==> config.mk <==
export PLATFORM = sky130hd
export DESIGN_NAME = icache_decode
export DESIGN_NICKNAME = d
export VERILOG_FILES = /design/src/design/icache_pkg.sv /design/src/design/icache_decode.sv
export SDC_FILE = /design/constraint.sdc
export NUM_CORES = 1
export LEC_CHECK = 0
export CAP_MARGIN = 10
export CORE_UTILIZATION = 30
export DETAILED_ROUTE_END_ITERATION = 16
export DONT_BUFFER_PORTS = 1
export SYNTH_ARGS = -nofsm -noshare
export SYNTH_HDL_FRONTEND = slang
export SYNTH_SLANG_ARGS = --single-unit
==> constraint.sdc <==
create_clock -name clk_i -period 4.2 [get_ports clk_i]
set_clock_uncertainty 0.15 [all_clocks]
set_input_delay 0.63 -clock clk_i [delete_from_list [all_inputs] [get_ports clk_i]]
set_output_delay 0.63 -clock clk_i [all_outputs]
set_load 0.01 [all_outputs]
==> src/design/icache_pkg.sv <==
`default_nettype none

package icache_pkg;

  //////////////////////////////////////////////////
  // Geometry
  //////////////////////////////////////////////////
  localparam int WAYS           = 2;
  localparam int PAGE_OFFSET_W  = 12;
  localparam int BLOCK_OFFSET_W = 4;
  localparam int WORD_SEL_W     = 2;

  // Address and data widths
  typedef logic [31:0] addr_t;
  typedef logic [31:0] instr_t;

  // Physical page number, stored as the cache tag
  typedef logic [$bits(addr_t)-PAGE_OFFSET_W-1:0] ptag_t;

  // Four instructions per block
  typedef logic [(1 << BLOCK_OFFSET_W)*8-1:0] block_t;

  typedef logic            way_t;
  typedef logic [WAYS-1:0] ways_t;

  typedef enum logic
  {
    e_ready,
    e_miss
  } cache_state_e;

  //////////////////////////////////////////////////
  // Engine packets
  //////////////////////////////////////////////////
  typedef struct packed
  {
    addr_t addr;
    way_t  way;
  } miss_req_s;

  // Index field is as wide as the page offset allows
  typedef struct packed
  {
    logic [PAGE_OFFSET_W-BLOCK_OFFSET_W-1:0] index;
    way_t                                    way;
    ptag_t                                   tag;
    block_t                                  block;
  } fill_pkt_s;

  //////////////////////////////////////////////////
  // Pipeline stages
  //////////////////////////////////////////////////
  typedef struct packed
  {
    addr_t vaddr;
  } tl_stage_s;

  typedef struct packed
  {
    addr_t                 paddr;
    ways_t                 hit_v;
    way_t                  hit_way;
    way_t                  repl_way;
    block_t [WAYS-1:0]     blocks;
  } tv_stage_s;

endpackage

`default_nettype wire

==> src/design/icache_decode.sv <==
`timescale 1ns/10ps
`default_nettype none

module icache_decode
  #(parameter int sets_p = 256,
    localparam int sindex_w = (sets_p > 1) ? $clog2(sets_p) : 1)
  (input  logic                    clk_i,
   input  logic                    reset_i,
   input  logic                    fetch_v_i,
   input  icache_pkg::addr_t       fetch_vaddr_i,
   output logic                    ready_o,
   input  logic                    req_yumi_i,
   input  logic                    fill_v_i,
   output logic                    rd_v_o,
   output logic [sindex_w-1:0]     rd_index_o,
   output logic                    tl_v_o,
   output icache_pkg::tl_stage_s   tl_o);

  icache_pkg::cache_state_e state_r;
  icache_pkg::cache_state_e state_n;
  logic                     accept;

  assign ready_o = (state_r == icache_pkg::e_ready);
  assign accept  = fetch_v_i & ready_o;

  //////////////////////////////////////////////////
  // Ready / miss FSM
  //////////////////////////////////////////////////
  always_comb
  begin
    state_n = state_r;
    case (state_r)
      icache_pkg::e_ready:
        if (req_yumi_i)
          state_n = icache_pkg::e_miss;
      icache_pkg::e_miss:
        if (fill_v_i)
          state_n = icache_pkg::e_ready;
      default:
        state_n = icache_pkg::e_ready;
    endcase
  end

  always_ff @(posedge clk_i)
    if (reset_i)
      state_r <= icache_pkg::e_ready;
    else
      state_r <= state_n;

  // Array read starts on acceptance
  assign rd_v_o     = accept;
  assign rd_index_o = fetch_vaddr_i[icache_pkg::BLOCK_OFFSET_W +: sindex_w];

  //////////////////////////////////////////////////
  // Lookup stage register
  //////////////////////////////////////////////////
  // A taken request squashes the fetch coming in
  always_ff @(posedge clk_i)
    if (reset_i)
      tl_v_o <= 1'b0;
    else
      tl_v_o <= accept & ~req_yumi_i;

  always_ff @(posedge clk_i)
    if (accept)
      tl_o.vaddr <= fetch_vaddr_i;

endmodule

`default_nettype wire

Word level (Yosys, flattened, before mapping)
Cells that the tools add are included.
{"block": "classes", "n_mux": 3, "bitwise": 4}
{"op": "$and A1 B1 Y1", "count": 2}
{"op": "$mux W1", "count": 2}
{"op": "$not A1 Y1", "count": 2}
{"op": "$pmux W1 S2", "count": 1}
{"block": "totals", "register_bits": 34, "output_inout_bits": 43, "elab_cells": 10}

Longest topological paths before layout
{"block": "logic_depth", "word_depth": 3, "mapped_depth": 2}

Worst setup path before layout
Ideal clock, no wire load.
{"block": "synth_timing", "path_type": "input to output", "from": "input port fetch_v_i", "to": "output port rd_v_o", "arrival_time_ns": 1.595, "required_ns": 3.420, "slack_ns": 1.825, "path_stages": 1, "path_cell_list": "nor2b_2"}
{"block": "synth_between", "elab_chain_len": 1}
{"item": "from (decl)", "line": "icache_decode.sv:9", "source": "input logic fetch_v_i,"}
{"item": "$and A1 B1 Y1", "line": "icache_decode.sv:24", "source": "assign accept = fetch_v_i & ready_o;"}
{"item": "to (decl)", "line": "icache_decode.sv:14", "source": "output logic rd_v_o,"}
No other way between the ends.

Worst setup path after layout
{"block": "layout_timing", "from": "register state_r", "to": "output port rd_v_o"}
{"block": "layout_between", "elab_chain_len": 2}
{"item": "from (decl)", "line": "icache_decode.sv:19", "source": "icache_pkg::cache_state_e state_r;"}
{"item": "from (signal assigned)", "line": "icache_decode.sv:46", "source": "state_r <= icache_pkg::e_ready;"}
{"item": "from (signal assigned)", "line": "icache_decode.sv:48", "source": "state_r <= state_n;"}
{"item": "$not A1 Y1"}
{"item": "$and A1 B1 Y1", "line": "icache_decode.sv:24"}
No other way between the ends.

==> impl_metrics.ini <==
[grt]
first_global_vias = 401
grt_use_total = 0.0894
grt_pass1_wl_um = 2340
grt_max_degree = 22
grt_overflow = 0
antenna_found_initial = 0

[yosys]
syn_inst = 48
synth-seq-area-share = 0.907
synthTopCellsByArea = edfxtp_1 (87%), buf_4 (5.4%), dfxtp_1 (3.6%)
ys_warn_count = 0
yosysTopAreaCell = edfxtp_1
syn-mean-instance-area_sq_um = 23.0
synth_seq_cells = 34
synth_area_sq_um = 1100
synth_nets = 85
synth_top_area_share = 0.871
ys_types = 8

[detailed_routing]
wl_um = 1610
vias = 420
drt-initial-drc-count = 75
drc = 0
firstDrtPassIters = 3
via_per_inst = 4.42
wl_per_cell_um = 17.0
antenna_left = 0

[setup_path]
slowest_delay_ps = 400
critPathTopFamily = simple AND/OR/NAND/NOR gates
arrival_ps = 1040
critPathBufInv = 0
r2r_setup_slack_ps = 2600
crit_chain = nor2b_4
start_kind = register
cp-end-kind = output pin
crit_required_ps = 3420
crit_fanout = 14
cp_slowest_cell = nor2b_4
worst-setup-path-type = register to output pin

[power]
vdd_drop_max_v = 0.000110
leakagePower_nw = 0.391
power.density_nw_per_um2 = 537

[clock_network]
insertion_delay_ps = 280
ctsResizeCount = 0
cts_sinks = 34
post_cts_buffers = 0
cts-hold-fix-buffers = 0
clock_path_buffers = 2
htree_num_levels = 2
cts_root_buf = clkbuf_8
numCtsBuffers = 5
clk_pin_slew_worst_paths_ps = 70
tritoncts = done

[final_layout]
area_delta_synth_final_pct = 8.28
fin_cells = 95
fin_nets = 85
layout-drive-gt1-share = 0.184
diodes = 0

[floorplan]
die-area_sq_um = 3930
core_sq_um = 3440
die_x_um = 62.7
die_h_um = 62.7
start_util = 0.321
io_pins = 80
row_count = 21

[sta]
hold_viol_final = 0
slew_headroom = 0.699
setup_viol = 0
fin_setup_tns_ps = 0
rsz0062_at_grt = no
worst_slew_pin_slew_ps = 451
fin_ws_ps = 2380
timing.final.crit_share = 0.433
fin_hold_ws_ps = 260
clock.fmax_mhz = 550
finalMaxSlewViolations = 0
fin_crit_ps = 1820

[placed_design]
io_buffers = 0
placedCellCount = 87
post-place-ws_ps = 2300
place_congestion = 0.660
dp_hpwl_um = 1200

[run_status]
status = complete, no violations

[min_path]
hp-class = input pin to register

[run]
cap_violations = 0
-- report_power, final --
part           total (mW)  internal, mW  switching [mW]
clock               0.214         0.114           0.100
combinational      0.0136       0.00324          0.0103
sequential          0.414         0.397          0.0172
-- cell type report --
| cell class | instances | area [sq um] |
|---|---|---|
| clock buffers | 6 | 72.6 |
| clock inverters | 2 | 8.76 |
| fillers | 318 | 2250 |
| inverters | 1 | 3.75 |
| multi-input cells | 5 | 43.8 |
| flip-flops and latches | 34 | 1000 |
| well taps | 46 | 57.6 |
| repair buffers | 1 | 7.51 |
-- state kept, by name (all words and copies together) (netlist names) --
signal / flops
tl_o: 32
state_r: 1
tl_v_o: 1
-- logic make-up after synthesis --
group,after synthesis,synth area share
AOI/OAI and AO/OA,1,0.00453
and+or+nand+nor,4,0.0306
buffers and inverters,9,0.0578
DFF,34,0.907
-- placed cells by master (no fill, tap or decap) --
cell type  instances
edfxtp_1          32
a21oi_1            1
nor2b_4            1
dfxtp_1            2
inv_1              1
buf_4              1
clkinv_2           1
clkbuf_8           5
clkbuf_1           1
clkinv_1           1
nor3b_2            1
nand2b_1           2
-- final timing paths --
path	from	end	depth (start not counted)
worst max-delay path	state_r	rd_v_o	1
worst min-delay path	req_yumi_i	tl_v_o	1
worst max register to register	state_r	tl_o[10]	2
worst min register to register	state_r	state_r	2
-- per-layer routing --
layer | GRT usage | part of all wire | vias up
met5 | 0 | 0 | -
met4 | 0.0785 | 0.034 | 0
met3 | 0.0785 | 0.16 | 7
met2 | 0.106 | 0.40 | 55
met1 | 0.0943 | 0.40 | 188
li1 | - | - | 170
-- cell usage after synthesis --
| library cell | instances |
|---|---|
| a21oi_1 | 1 |
| nand2b_1 | 2 |
| edfxtp_1 | 32 |
| inv_1 | 1 |
| nor3b_2 | 1 |
| dfxtp_1 | 2 |
| nor2b_2 | 1 |
| buf_4 | 8 |
-- stage by stage --
stage               power (mW)   util  area [sq um]
floorplan                0.436      -          1100
finish                   0.641  0.347          1190
global placement         0.434  0.324          1110
CTS                      0.654  0.347          1190
global route             0.670  0.347          1190
detailed placement       0.436  0.324          1110
(Power assumes the default switching activity.)
