`config.mk`:
```
export PLATFORM = sky130hd
export DESIGN_NAME = icache_result
export DESIGN_NICKNAME = d
export VERILOG_FILES = /design/src/design/icache_pkg.sv /design/src/design/icache_result.sv
export SDC_FILE = /design/constraint.sdc
export NUM_CORES = 1
export LEC_CHECK = 0
export BUFFER_PORTS_ARGS = -buffer_cell sky130_fd_sc_hd__buf_2
export CORE_AREA = 5 5 141 143
export DETAILED_ROUTE_END_ITERATION = 10
export DIE_AREA = 0 0 146 148
export SLEW_MARGIN = 20
export SYNTH_ARGS = -nofsm -noshare
export SYNTH_HDL_FRONTEND = slang
export SYNTH_SLANG_ARGS = --single-unit
```
`constraint.sdc`:
```
create_clock -name vclk -period 2.8
set_input_delay 0.42 -clock vclk [all_inputs]
set_output_delay 0.42 -clock vclk [all_outputs]
set_load 0.005 [all_outputs]
```
`src/design/icache_pkg.sv`:
```
`default_nettype none

package icache_pkg;

  //////////////////////////////////////////////////
  // Geometry
  //////////////////////////////////////////////////
  localparam int WAYS           = 2;
  localparam int PAGE_OFFSET_W  = 12;
  localparam int BLOCK_OFFSET_W = 4;
  localparam int WORD_SEL_W     = 2;

  // Address and data widths
  typedef logic [31:0] addr_t;
  typedef logic [31:0] instr_t;

  // Physical page number, stored as the cache tag
  typedef logic [$bits(addr_t)-PAGE_OFFSET_W-1:0] ptag_t;

  // Four instructions per block
  typedef logic [(1 << BLOCK_OFFSET_W)*8-1:0] block_t;

  typedef logic            way_t;
  typedef logic [WAYS-1:0] ways_t;

  typedef enum logic
  {
    e_ready,
    e_miss
  } cache_state_e;

  //////////////////////////////////////////////////
  // Engine packets
  //////////////////////////////////////////////////
  typedef struct packed
  {
    addr_t addr;
    way_t  way;
  } miss_req_s;

  // Index field is as wide as the page offset allows
  typedef struct packed
  {
    logic [PAGE_OFFSET_W-BLOCK_OFFSET_W-1:0] index;
    way_t                                    way;
    ptag_t                                   tag;
    block_t                                  block;
  } fill_pkt_s;

  //////////////////////////////////////////////////
  // Pipeline stages
  //////////////////////////////////////////////////
  typedef struct packed
  {
    addr_t vaddr;
  } tl_stage_s;

  typedef struct packed
  {
    addr_t                 paddr;
    ways_t                 hit_v;
    way_t                  hit_way;
    way_t                  repl_way;
    block_t [WAYS-1:0]     blocks;
  } tv_stage_s;

endpackage

`default_nettype wire

```
`src/design/icache_result.sv`:
```
`timescale 1ns/10ps
`default_nettype none

module icache_result
  #(parameter int sets_p = 256,
    localparam int sindex_w = (sets_p > 1) ? $clog2(sets_p) : 1)
  (input  logic                  tv_v_i,
   input  icache_pkg::tv_stage_s tv_i,
   output logic                  data_v_o,
   output icache_pkg::instr_t    data_o,
   output logic                  miss_v_o,
   output logic                  req_v_o,
   output icache_pkg::miss_req_s req_o,
   output logic                  lru_v_o,
   output logic [sindex_w-1:0]   lru_index_o,
   output icache_pkg::way_t      lru_way_o);

  localparam int addr_w  = $bits(icache_pkg::addr_t);
  localparam int words_n = 1 << icache_pkg::WORD_SEL_W;

  icache_pkg::instr_t [words_n-1:0]      block_words;
  logic [icache_pkg::WORD_SEL_W-1:0]     word_sel;
  logic                                  hit;

  assign hit = |tv_i.hit_v;

  //////////////////////////////////////////////////
  // Word select
  //////////////////////////////////////////////////
  assign block_words = tv_i.blocks[tv_i.hit_way];

  // Address bits 3:2 pick the instruction
  assign word_sel = tv_i.paddr[icache_pkg::BLOCK_OFFSET_W-1 -: icache_pkg::WORD_SEL_W];

  assign data_o   = block_words[word_sel];
  assign data_v_o = tv_v_i & hit;
  assign miss_v_o = tv_v_i & ~hit;

  //////////////////////////////////////////////////
  // Refill request
  //////////////////////////////////////////////////
  assign req_v_o = miss_v_o;

  // Block-aligned physical address
  assign req_o = '{
    addr: {tv_i.paddr[addr_w-1:icache_pkg::BLOCK_OFFSET_W],
           {icache_pkg::BLOCK_OFFSET_W{1'b0}}},
    way:  tv_i.repl_way
  };

  //////////////////////////////////////////////////
  // LRU update
  //////////////////////////////////////////////////
  // Point away from the way that just hit
  assign lru_v_o     = data_v_o;
  assign lru_index_o = tv_i.paddr[icache_pkg::BLOCK_OFFSET_W +: sindex_w];
  assign lru_way_o   = ~tv_i.hit_way;

endmodule

`default_nettype wire

```
Word level (Yosys, flattened, before mapping)
Cells that the tools add are included.
- bits in writable memories: 0
- memories kept: 0
- logic and storage cells: 11
- bits in registers: 0
- memory bits (read-only): 0
- input port bits: 293
- output and inout bits: 78
- latch bits: 0
- $add $sub $neg: 0
- magnitude comparators: 2
- div/mod/pow operators: 0
- eq/ne operators: 0
- shifts and indexed selects: 0
- muxes and demuxes: 4
- $mul: 0
- reduce and logical (&&, ||, !) cells: 1
- bitwise operators: 4
- operator list (cell ; count):
    $mux W128 ; 2
    $bmux W32 S2 ; 1
    $mux W32 ; 1
    $lt A2 B3 Y1 const B ; 1
    $and A1 B1 Y1 ; 2
    $lt A1 B2 Y1 const B ; 1
    $not A1 Y1 ; 2
    $reduce_or A2 Y1 ; 1

Longest topological paths before layout
- depth in word-level cells: 4
- gate-level depth with buffers: 4

Worst setup path before layout
No wires, ideal clock.
- path kind: input-to-output
- from: input port tv_i[263] in the netlist's numbering
- to: output port data_o[0]
- data arrival time: 1546 ps
- slack: 834 ps
- buffers on the path: 2
- required time: 2380 ps
- cell stages on the path: 4
- cells stage by stage: buf_2 clkbuf_1 mux4_2 mux2_2
- longest elaborated chain between the ends: 2
- ends and longest elaborated chain (element ; RTL line ; RTL):
    from (decl) ; icache_result.sv:8 ; input icache_pkg::tv_stage_s tv_i,
    $bmux W32 S2 ; icache_result.sv:35 ; assign data_o = block_words[word_sel];
    $mux W32 (implied by the code) ; icache_result.sv:35 ;
    to (decl) ; icache_result.sv:10 ; output icache_pkg::instr_t data_o,
No other way between the ends. The select of a mux whose other input is x is not followed.

Worst setup path after layout
- from: input port tv_i[257] in the netlist's numbering
- to: output port data_o[19]
- longest elaborated chain between the ends: 4
- ends and longest elaborated chain (element ; RTL line ; RTL):
    $mux W128 (implied by the code) (2 in a row) ; icache_result.sv:30 ; assign block_words = tv_i.blocks[tv_i.hit_way];
    $bmux W32 S2 ; icache_result.sv:35 ;
    $mux W32 (implied by the code) ; icache_result.sv:35 ;
No other way between the ends. The select of a mux whose other input is x is not followed.

==> out/results.txt <==
Vias in the first global route -> 2991
Crit path capture type -> output port
TNS Setup -> 0 ps
Least-Margin Pin Slew -> 510 ps
Vias/cell -> 4.04
Post-synthesis sequential area ratio -> 0%
Share of cells above drive strength 1 -> 98.3%
Final HPWL from detailed placement -> 9870 um
Leading area contributor after synthesis -> mux4_2
Avg WL per Cell -> 16.6 um
Final Cycle Share -> 83.0%
Antenna violations before repair -> 1
Hold Buf Count CTS -> 0
Rel. slew slack -> 66.0%
Crit path max fanout -> 20
Crit Path Class -> in -> out
Combinational Power Share -> 100.0%
WP data required -> 2380 ps
FF+latch area -> 0 um^2
Crit path launch type -> input port
Global Route Usage Sum -> 8.95%
DIE WIDTH -> 146 um
Filler cell count -> 2035
Largest net degree at the start of global routing -> 39
Distinct cells, synth -> 10
Layout net count -> 708
Setup bufs post-CTS -> 0
Die ar. -> 21600 um^2
Routed via count -> 2620
Power density cells -> 151 nW/um^2
Sw frac -> 33.6%
Iter 0 DRT Violations -> 61
Final setup fails -> 0
First-pass GRT wire length -> 15900 um
Highest ir drop seen on vdd -> 0.0000517 V
Fin. Hold Viols -> 0
Cts repair resizes -> 0
Syn_area_per_cell -> 14.1 um^2
First-pass DRT Iterations -> 4
Cells after Synth -> 161
Max-cap viol count -> 0
Critical Path AT -> 1900 ps
Max Slew Vio Count -> 0
Area Growth Syn to Fin -> 65.8%
Min-delay worst type -> in -> out
Clock share of power -> 0%
Initial Util -> 12.3%
Share of the synthesized area in the top cell type -> 63.7%
DRC Markers -> 0
Synth area leaders -> mux4_2, mux2_2, buf_4
RSZ-0062 raised after global routing -> false
Status -> finished clean
Die Height -> 148 um
Final period demand of the worst path -> 2320 ps
PortBufs -> 299
Area of the mapped netlist -> 2260 um^2
Sw Pwr -> 0.191 mW
Rows -> 50
Num sequential -> 0
# IOs -> 371
Max Fclk -> 0.431 GHz
Clock Buffer Count -> 0
Placeable Area -> 18500 um^2
Sequential share of power -> 0%
Post-layout util -> 20.3%
Drt total wl -> 10700 um
Leakage -> 1.80 nW
Internal power -> 0.376 mW
Synth warn -> 0
Antenna-violating nets left -> 0
GPL Wtd Cong -> 0.797
Grt total ovfl -> 0
[layer usage]
metal	vias to the layer above	global-route usage (%)	routed length [um]
met5	-	0	0
met4	0	3.95	441
met3	38	2.08	1120
met2	209	16.5	5540
met1	1225	9.78	3640
li1	1148	-	-
[cell usage in the layout, fill, tap and decap left out, drive strengths merged]
cell and n:
mux4 64, mux2 32, nor3b 1, buf 310, diode 1, conb 4, inv 1, o21a 1
[final cells by class]
cell class / instances / area (um^2) / area share (%)
diodes: 1 / 2.50 / 0.0667
inverters: 1 / 3.75 / 0.100
repair buffers: 310 / 1620 / 43.2
multi-input cells: 102 / 1830 / 48.8
well taps: 234 / 293 / 7.81
[critical path, cell delays in order]
cell,delay (ps)
buf_4,190
buf_12,210
buf_4,180
mux4_2,500
mux2_2,270
buf_2,130
[final timing paths]
kind	start	endpoint	slack (ps)	depth (start not counted)
hold / removal	tv_i[278]	req_o[19]	840	0
setup / recovery	tv_i[257]	data_o[19]	480	6
[power by group through the flow]
| stage | Sequential, mW | Combinational (mW) | Clock, mW |
|---|---|---|---|
| 2_1_floorplan | 0 | 0.338 | 0 |
| 3_3_place_gp | 0 | 0.566 | 0 |
| 3_5_place_dp | 0 | 0.576 | 0 |
| 4_1_cts | 0 | 0.579 | 0 |
| 5_1_grt | 0 | 0.619 | 0.0000000478 |
| 6_report | 0 | 0.567 | 0.0000000480 |
[cell usage after synthesis (all sizes together)]
cell type	instances
mux4	64
buf	51
mux2	32
clkbuf	10
conb	1
inv	1
nor3b	1
o21a	1
[per-stage QoR]
stage / instances / setup WS, ps / instance area (um^2) / hold WS (ps) / total power [mW]
floorplan: 164 / 834 / 2270 / 881 / 0.338
global placement: 647 / 464 / 3750 / 840 / 0.566
detailed placement: 647 / 455 / 3750 / 840 / 0.576
CTS: 647 / 452 / 3750 / 840 / 0.579
global route: 648 / 376 / 3750 / 840 / 0.619
finish: 648 / 477 / 3750 / 840 / 0.567
[cells by family (layout without fill, tap and decap cells)]
family	after synthesis	count (layout)	share of synthesized area, %
muxes	96	96	79.6
AOI/OAI and AO/OA	1	1	0.332
and+or+nand+nor	1	1	0.332
other	1	5	0.166
buffers and inverters	62	311	19.5
Note: power is estimated with default switching activity, not from simulation.
