File: config.mk
export PLATFORM = sky130hd
export DESIGN_NAME = icache_lookup
export DESIGN_NICKNAME = d
export VERILOG_FILES = /design/src/design/icache_pkg.sv /design/src/design/icache_lookup.sv
export SDC_FILE = /design/constraint.sdc
export NUM_CORES = 1
export LEC_CHECK = 0
export BUFFER_PORTS_ARGS = -buffer_cell sky130_fd_sc_hd__buf_2
export CAP_MARGIN = 40
export CORE_AREA = 2 2 252 254
export DETAILED_ROUTE_END_ITERATION = 10
export DIE_AREA = 0 0 254 256
export PLACE_DENSITY = 0.49
export SLEW_MARGIN = 20
export SYNTH_ARGS = -nofsm -noshare
export SYNTH_HDL_FRONTEND = slang
export SYNTH_SLANG_ARGS = --single-unit
File: constraint.sdc
create_clock -name clk_i -period 24.6 [get_ports clk_i]
set_input_delay 4.92 -clock clk_i [delete_from_list [all_inputs] [get_ports clk_i]]
set_output_delay 4.92 -clock clk_i [all_outputs]
set_load 0.03 [all_outputs]
File: src/design/icache_pkg.sv
`default_nettype none

package icache_pkg;

  //////////////////////////////////////////////////
  // Geometry
  //////////////////////////////////////////////////
  localparam int WAYS           = 2;
  localparam int PAGE_OFFSET_W  = 12;
  localparam int BLOCK_OFFSET_W = 4;
  localparam int WORD_SEL_W     = 2;

  // Address and data widths
  typedef logic [31:0] addr_t;
  typedef logic [31:0] instr_t;

  // Physical page number, stored as the cache tag
  typedef logic [$bits(addr_t)-PAGE_OFFSET_W-1:0] ptag_t;

  // Four instructions per block
  typedef logic [(1 << BLOCK_OFFSET_W)*8-1:0] block_t;

  typedef logic            way_t;
  typedef logic [WAYS-1:0] ways_t;

  typedef enum logic
  {
    e_ready,
    e_miss
  } cache_state_e;

  //////////////////////////////////////////////////
  // Engine packets
  //////////////////////////////////////////////////
  typedef struct packed
  {
    addr_t addr;
    way_t  way;
  } miss_req_s;

  // Index field is as wide as the page offset allows
  typedef struct packed
  {
    logic [PAGE_OFFSET_W-BLOCK_OFFSET_W-1:0] index;
    way_t                                    way;
    ptag_t                                   tag;
    block_t                                  block;
  } fill_pkt_s;

  //////////////////////////////////////////////////
  // Pipeline stages
  //////////////////////////////////////////////////
  typedef struct packed
  {
    addr_t vaddr;
  } tl_stage_s;

  typedef struct packed
  {
    addr_t                 paddr;
    ways_t                 hit_v;
    way_t                  hit_way;
    way_t                  repl_way;
    block_t [WAYS-1:0]     blocks;
  } tv_stage_s;

endpackage

`default_nettype wire

File: src/design/icache_lookup.sv
`timescale 1ns/10ps
`default_nettype none

module icache_lookup
  #(parameter int sets_p = 256,
    localparam int sindex_w = (sets_p > 1) ? $clog2(sets_p) : 1)
  (input  logic                                      clk_i,
   input  logic                                      reset_i,
   input  logic                                      tl_v_i,
   input  icache_pkg::tl_stage_s                     tl_i,
   input  logic                                      ptag_v_i,
   input  icache_pkg::ptag_t                         ptag_i,
   input  icache_pkg::ptag_t [icache_pkg::WAYS-1:0]  tags_i,
   input  icache_pkg::ways_t                         valid_i,
   input  icache_pkg::way_t                          lru_i,
   input  icache_pkg::block_t [icache_pkg::WAYS-1:0] blocks_i,
   input  logic                                      req_yumi_i,
   output logic                                      tv_v_o,
   output icache_pkg::tv_stage_s                     tv_o);

  icache_pkg::ways_t   hit_v;
  icache_pkg::way_t    hit_way;
  icache_pkg::way_t    lru_cur;
  icache_pkg::way_t    repl_way;
  logic [sindex_w-1:0] tl_index;
  logic [sindex_w-1:0] tv_index;
  logic                same_set;
  logic                tv_we;

  //////////////////////////////////////////////////
  // Tag compare
  //////////////////////////////////////////////////
  // Lowest hitting way wins
  always_comb
  begin
    hit_v   = '0;
    hit_way = 1'b0;
    for (int w = icache_pkg::WAYS - 1; w >= 0; w--)
      if (valid_i[w] && (tags_i[w] == ptag_i))
      begin
        hit_v[w] = 1'b1;
        hit_way  = icache_pkg::way_t'(w);
      end
  end

  //////////////////////////////////////////////////
  // Replacement way
  //////////////////////////////////////////////////
  assign tl_index = tl_i.vaddr[icache_pkg::BLOCK_OFFSET_W +: sindex_w];
  assign tv_index = tv_o.paddr[icache_pkg::BLOCK_OFFSET_W +: sindex_w];
  assign same_set = (tl_index == tv_index);

  // Hit in verify stage has not written its LRU bit yet
  assign lru_cur = (tv_v_o && (|tv_o.hit_v) && same_set) ? ~tv_o.hit_way : lru_i;

  // Lowest invalid way first, else LRU
  always_comb
  begin
    repl_way = lru_cur;
    for (int w = icache_pkg::WAYS - 1; w >= 0; w--)
      if (!valid_i[w])
        repl_way = icache_pkg::way_t'(w);
  end

  //////////////////////////////////////////////////
  // Verify stage register
  //////////////////////////////////////////////////
  assign tv_we = tl_v_i & ptag_v_i;

  always_ff @(posedge clk_i)
    if (reset_i)
      tv_v_o <= 1'b0;
    else
      tv_v_o <= tv_we & ~req_yumi_i;

  always_ff @(posedge clk_i)
    if (tv_we)
    begin
      tv_o.paddr    <= {ptag_i, tl_i.vaddr[icache_pkg::PAGE_OFFSET_W-1:0]};
      tv_o.hit_v    <= hit_v;
      tv_o.hit_way  <= hit_way;
      tv_o.repl_way <= repl_way;
      tv_o.blocks   <= blocks_i;
    end

endmodule

`default_nettype wire

After elaboration in Yosys (flattened, before gate mapping):

Index checks and enable logic that the tools add are counted.

* register bits: 293
* input port bits: 356
* output and inout bits: 293

* equal/unequal tests: 3
* multiplexer cells: 4
* bitwise operators: 4
* reductions and logical operators: 5

Operator list (number)
* $eq 20x20->1: 2
* $eq 8x8->1: 1
* $logic_and 1x1->1: 4
* $mux 1: 4
* $and 1x1->1: 2
* $not 1->1: 2
* $reduce_or 2->1: 1

Depth between registers and ports, before layout:

* depth in word-level cells: 5
* gate-level depth with buffers: 4
* mapped depth without buffers: 4

Least setup slack after synthesis:

Ideal clock, no wire load.

* kind: input port to flip-flop
* start point: input port ptag_v_i
* end point: register tv_o[0] (netlist bit) (enable)
* library setup time: 0.690 ns
* arrival time: 11.518 ns
* data required time: 23.910 ns
* slack: 12.392 ns
* stages on the path: 1
* cell sequence: and2_1

* word-level cells in the longest chain between the ends: 1

RTL lines
* start, declared: line icache_lookup.sv:11 `input logic ptag_v_i,`
* $and 1x1->1: line icache_lookup.sv:68 `assign tv_we = tl_v_i & ptag_v_i;`
* end, declared: line icache_lookup.sv:19 `output icache_pkg::tv_stage_s tv_o);`

Every way passes these cells.
A chain may end at the register's enable or synchronous reset.

Worst setup path in the final report:

* start point: input port tl_v_i
* end point: register tv_o[171] (netlist bit) (enable)

* word-level cells in the longest chain between the ends: 1

RTL lines
* start, declared: line icache_lookup.sv:9 `input logic tl_v_i,`
* $and 1x1->1: line icache_lookup.sv:68
* net tv_we: line icache_lookup.sv:28 `logic tv_we;`

The timed path passes the listed nets, and every way through them passes these cells.

==> impl_results.md <==
* Initial core utilization at ~15%
* Final HPWL DP at 24100 microns
* CP Capture Type: flip-flop
* Vias in the first global route at 6808
* Hold Startpoint: tv_o[270]
* Final Hold Viols at 0
* Fraction of layout cells with a size suffix above 1 at between 60% and 70%
* Clock Skew at ~0.0021 ns
* Setup CP Type: primary input to flip-flop
* Core area at about 62000 sq um
* Die height at between 200 and 300 microns
* Post-route cell area at about 15000 sq um
* Clock transition at path regs at about 0.06 ns
* # fillers at about 6.6k
* Reg2Reg Setup Slack at about 23 ns
* Routed WL per cell at approximately 16 microns
* Die width at about 250 microns
* Vias per Instance at around 3.3
* Port Buffers at 628
* Syn. warnings at 0
* Worst EP arrival at around 6.4 ns
* Placer congestion estimate at about 0.84
* Max Freq at approximately 160 MHz
* Leakage power at ~6 nW
* Tcrit/Tclk final at about 25%
* Grt total ovfl at 0
* Synth Net Count at approximately 730
* Io pins at 649
* Largest net degree at the start of global routing at around 150
* Gate Count Post-Synth at 370
* Initial antenna violation count at 4
* Relative slew margins at roughly 36%
* Htree depth at 2
* Power Density at 86.3 nW/um^2
* Synthesis-stage register bit count at ~300
* Root Buffer: clkbuf_16
* TritonCTS buffer count at 34
* Hold path depth at 3
* Hold Buf Count CTS at 0
* Yosys top cell area share at about 93%
* First-pass GRT wire length at ~42000 microns
* Area grow syn2layout at 58.2%
* Worst-Skew Late Latency at between 0.5 and 0.6 ns
* Synth cell types at 19
* # setup viols final at 0
* Final net count at 1394
* CTS tree: yes
* Area leader, netlist: edfxtp_1
* Seq/Total Area, Yosys at 93.4%
* R2r endpoint: tv_o[256]
* DRT iter0 DRCs at 300
* R2R depth at 4
* DR pass1 iterations at 4
* DRT Wirelength at just over 30000 microns
* Synth area leaders: edfxtp_1 (93%), xor2_1 (2.7%), xnor2_1 (1.8%), nand4_1 (0.33%), nor4_1 (0.33%)
* Setup TNS at 0 ns
* Area of the die at 65000 sq um
* Post-layout min period at 6.21 ns
* CP Launch Type: primary input
* Longest Clk Path Bufs at 3
* RSZ-0062 raised after global routing: false
* CP max FO at 61
* Residual DRC at 0
* Total global routing track utilization at 8.82%
* Cell Area, Placed at 13700 sq um
* Pre-CTS WS at about 18 ns
* Hold/Removal Path Class: flip-flop to flip-flop
* Max cap viols at 0
* Maximum vdd ir drop at 0.0532 mV
* Max-slew violation count at 0
* Reg2reg start: tv_o[265]
* CTS resizes at 0
* Hold Path End: tv_o[256]
* Worst path required time at between 20 and 25 ns
* # clock sinks at around 300
* Final core utilization at a little under a quarter
* Post-CTS Repair Setup Buffers at 0
* Row cnt at 92
* Avg Inst Size Synth at 25.4 sq um
* Worst setup margin at approximately 18 ns
* Worst Tran Pin Value at around 0.97 ns
* Vias at slightly above 6k
* Status: complete, no violations
* Final ANT Viol Nets at 0
* Post-Syn Area at 9410 sq um
## sequential cells by signal, summed over array words and instances, names as in the netlist
name and flops:
tv_o 292, tv_v_o 1
## logic make-up (layout without fill, tap and decap cells)
| logic type | count (synthesis) | after routing | synth area share (%) |
|---|---|---|---|
| and+or+nand+nor | 25 | 25 | 1.87 |
| buffers and inverters | 0 | 693 | 0 |
| other | 0 | 2 | 0 |
| xor gates and xnor gates | 48 | 48 | 4.47 |
| DFF | 293 | 293 | 93.4 |
| AOI/OAI and AO/OA | 4 | 4 | 0.253 |
## report_power, final
group / internal [mW] / leakage [nW] / switching [mW]
combinational: 0.0456 / 2.71 / 0.107
clock: 0.333 / 0.571 / 0.202
sequential: 0.587 / 2.75 / 0.00881
## worst max-delay path by stage
stage,startpoint,endpoint,cells past startpoint,slack [ns]
CTS,tv_o[187],tv_o[187],1,18.40
floorplan,ptag_v_i,tv_o[0],1,12.39
finish,tl_v_i,tv_o[171],5,18.39
detailed placement,tl_v_i,tv_o[105],5,17.86
global route,tl_v_i,tv_o[288],5,18.33
global placement,tl_v_i,tv_o[171],3,17.44
## cells in the final DEF (no fill, tap or decap), drive strengths merged
cell type	Yosys	final
buf	0	632
xnor2	19	19
and2	2	2
nand4	5	5
edfxtp	292	292
a31oi	1	1
nor4	8	8
nor3b	2	2
xor2	29	29
diode	0	2
nor2	1	1
a211oi	1	1
and3	1	1
inv	0	2
nand2	1	1
o21ai	2	2
nand3	2	2
clkinvlp	0	2
clkinv	0	12
nand2b	1	1
nor3	2	2
bufinv	0	7
clkbuf	0	38
dfxtp	1	1
## metal layers
layer / wire [microns] / track usage, % / vias up
li1: - / - / 2813
met1: 10200 / 8.36 / 2937
met2: 15700 / 16.1 / 401
met3: 3300 / 3.72 / 67
met4: 1270 / 4.53 / 4
met5: 27 / 0 / -
## through the flow
step	total power [mW]	hold slack (ns)	instances
after floorplan	0.694	0.916	370
after global placement	0.759	0.794	1846
after detailed placement	0.761	0.798	1848
after CTS	1.31	0.821	1909
after global routing	1.34	0.867	1911
final	1.28	0.822	1911
## worst max-delay path, stage by stage
cell and delay [ns]:
buf_2 0.10, and2_4 0.27, buf_16 0.30, buf_4 0.42
buf_16 0.29
## cell type report
type | count | area (sq um) | area share [%]
clock inverter | 23 | 293 | 1.97
clock buffer | 38 | 887 | 5.96
timing repair buffer | 632 | 3230 | 21.7
antenna | 2 | 5.00 | 0.0336
tap | 846 | 1060 | 7.11
multi-input combinational | 77 | 623 | 4.19
sequential | 293 | 8790 | 59.1
## Yosys cell counts
master / number
edfxtp_1: 292
xor2_1: 29
xnor2_1: 19
nand4_1: 5
nor4_1: 5
and2_1: 2
nand3_1: 2
nor3_1: 2
nor3b_1: 2
nor4_2: 2
o21ai_0: 2
a211oi_1: 1
a31oi_1: 1
and3_1: 1
dfxtp_1: 1
nand2_1: 1
nand2b_1: 1
nor2_1: 1
nor4_4: 1
Note: power is estimated with default switching activity, not from simulation.
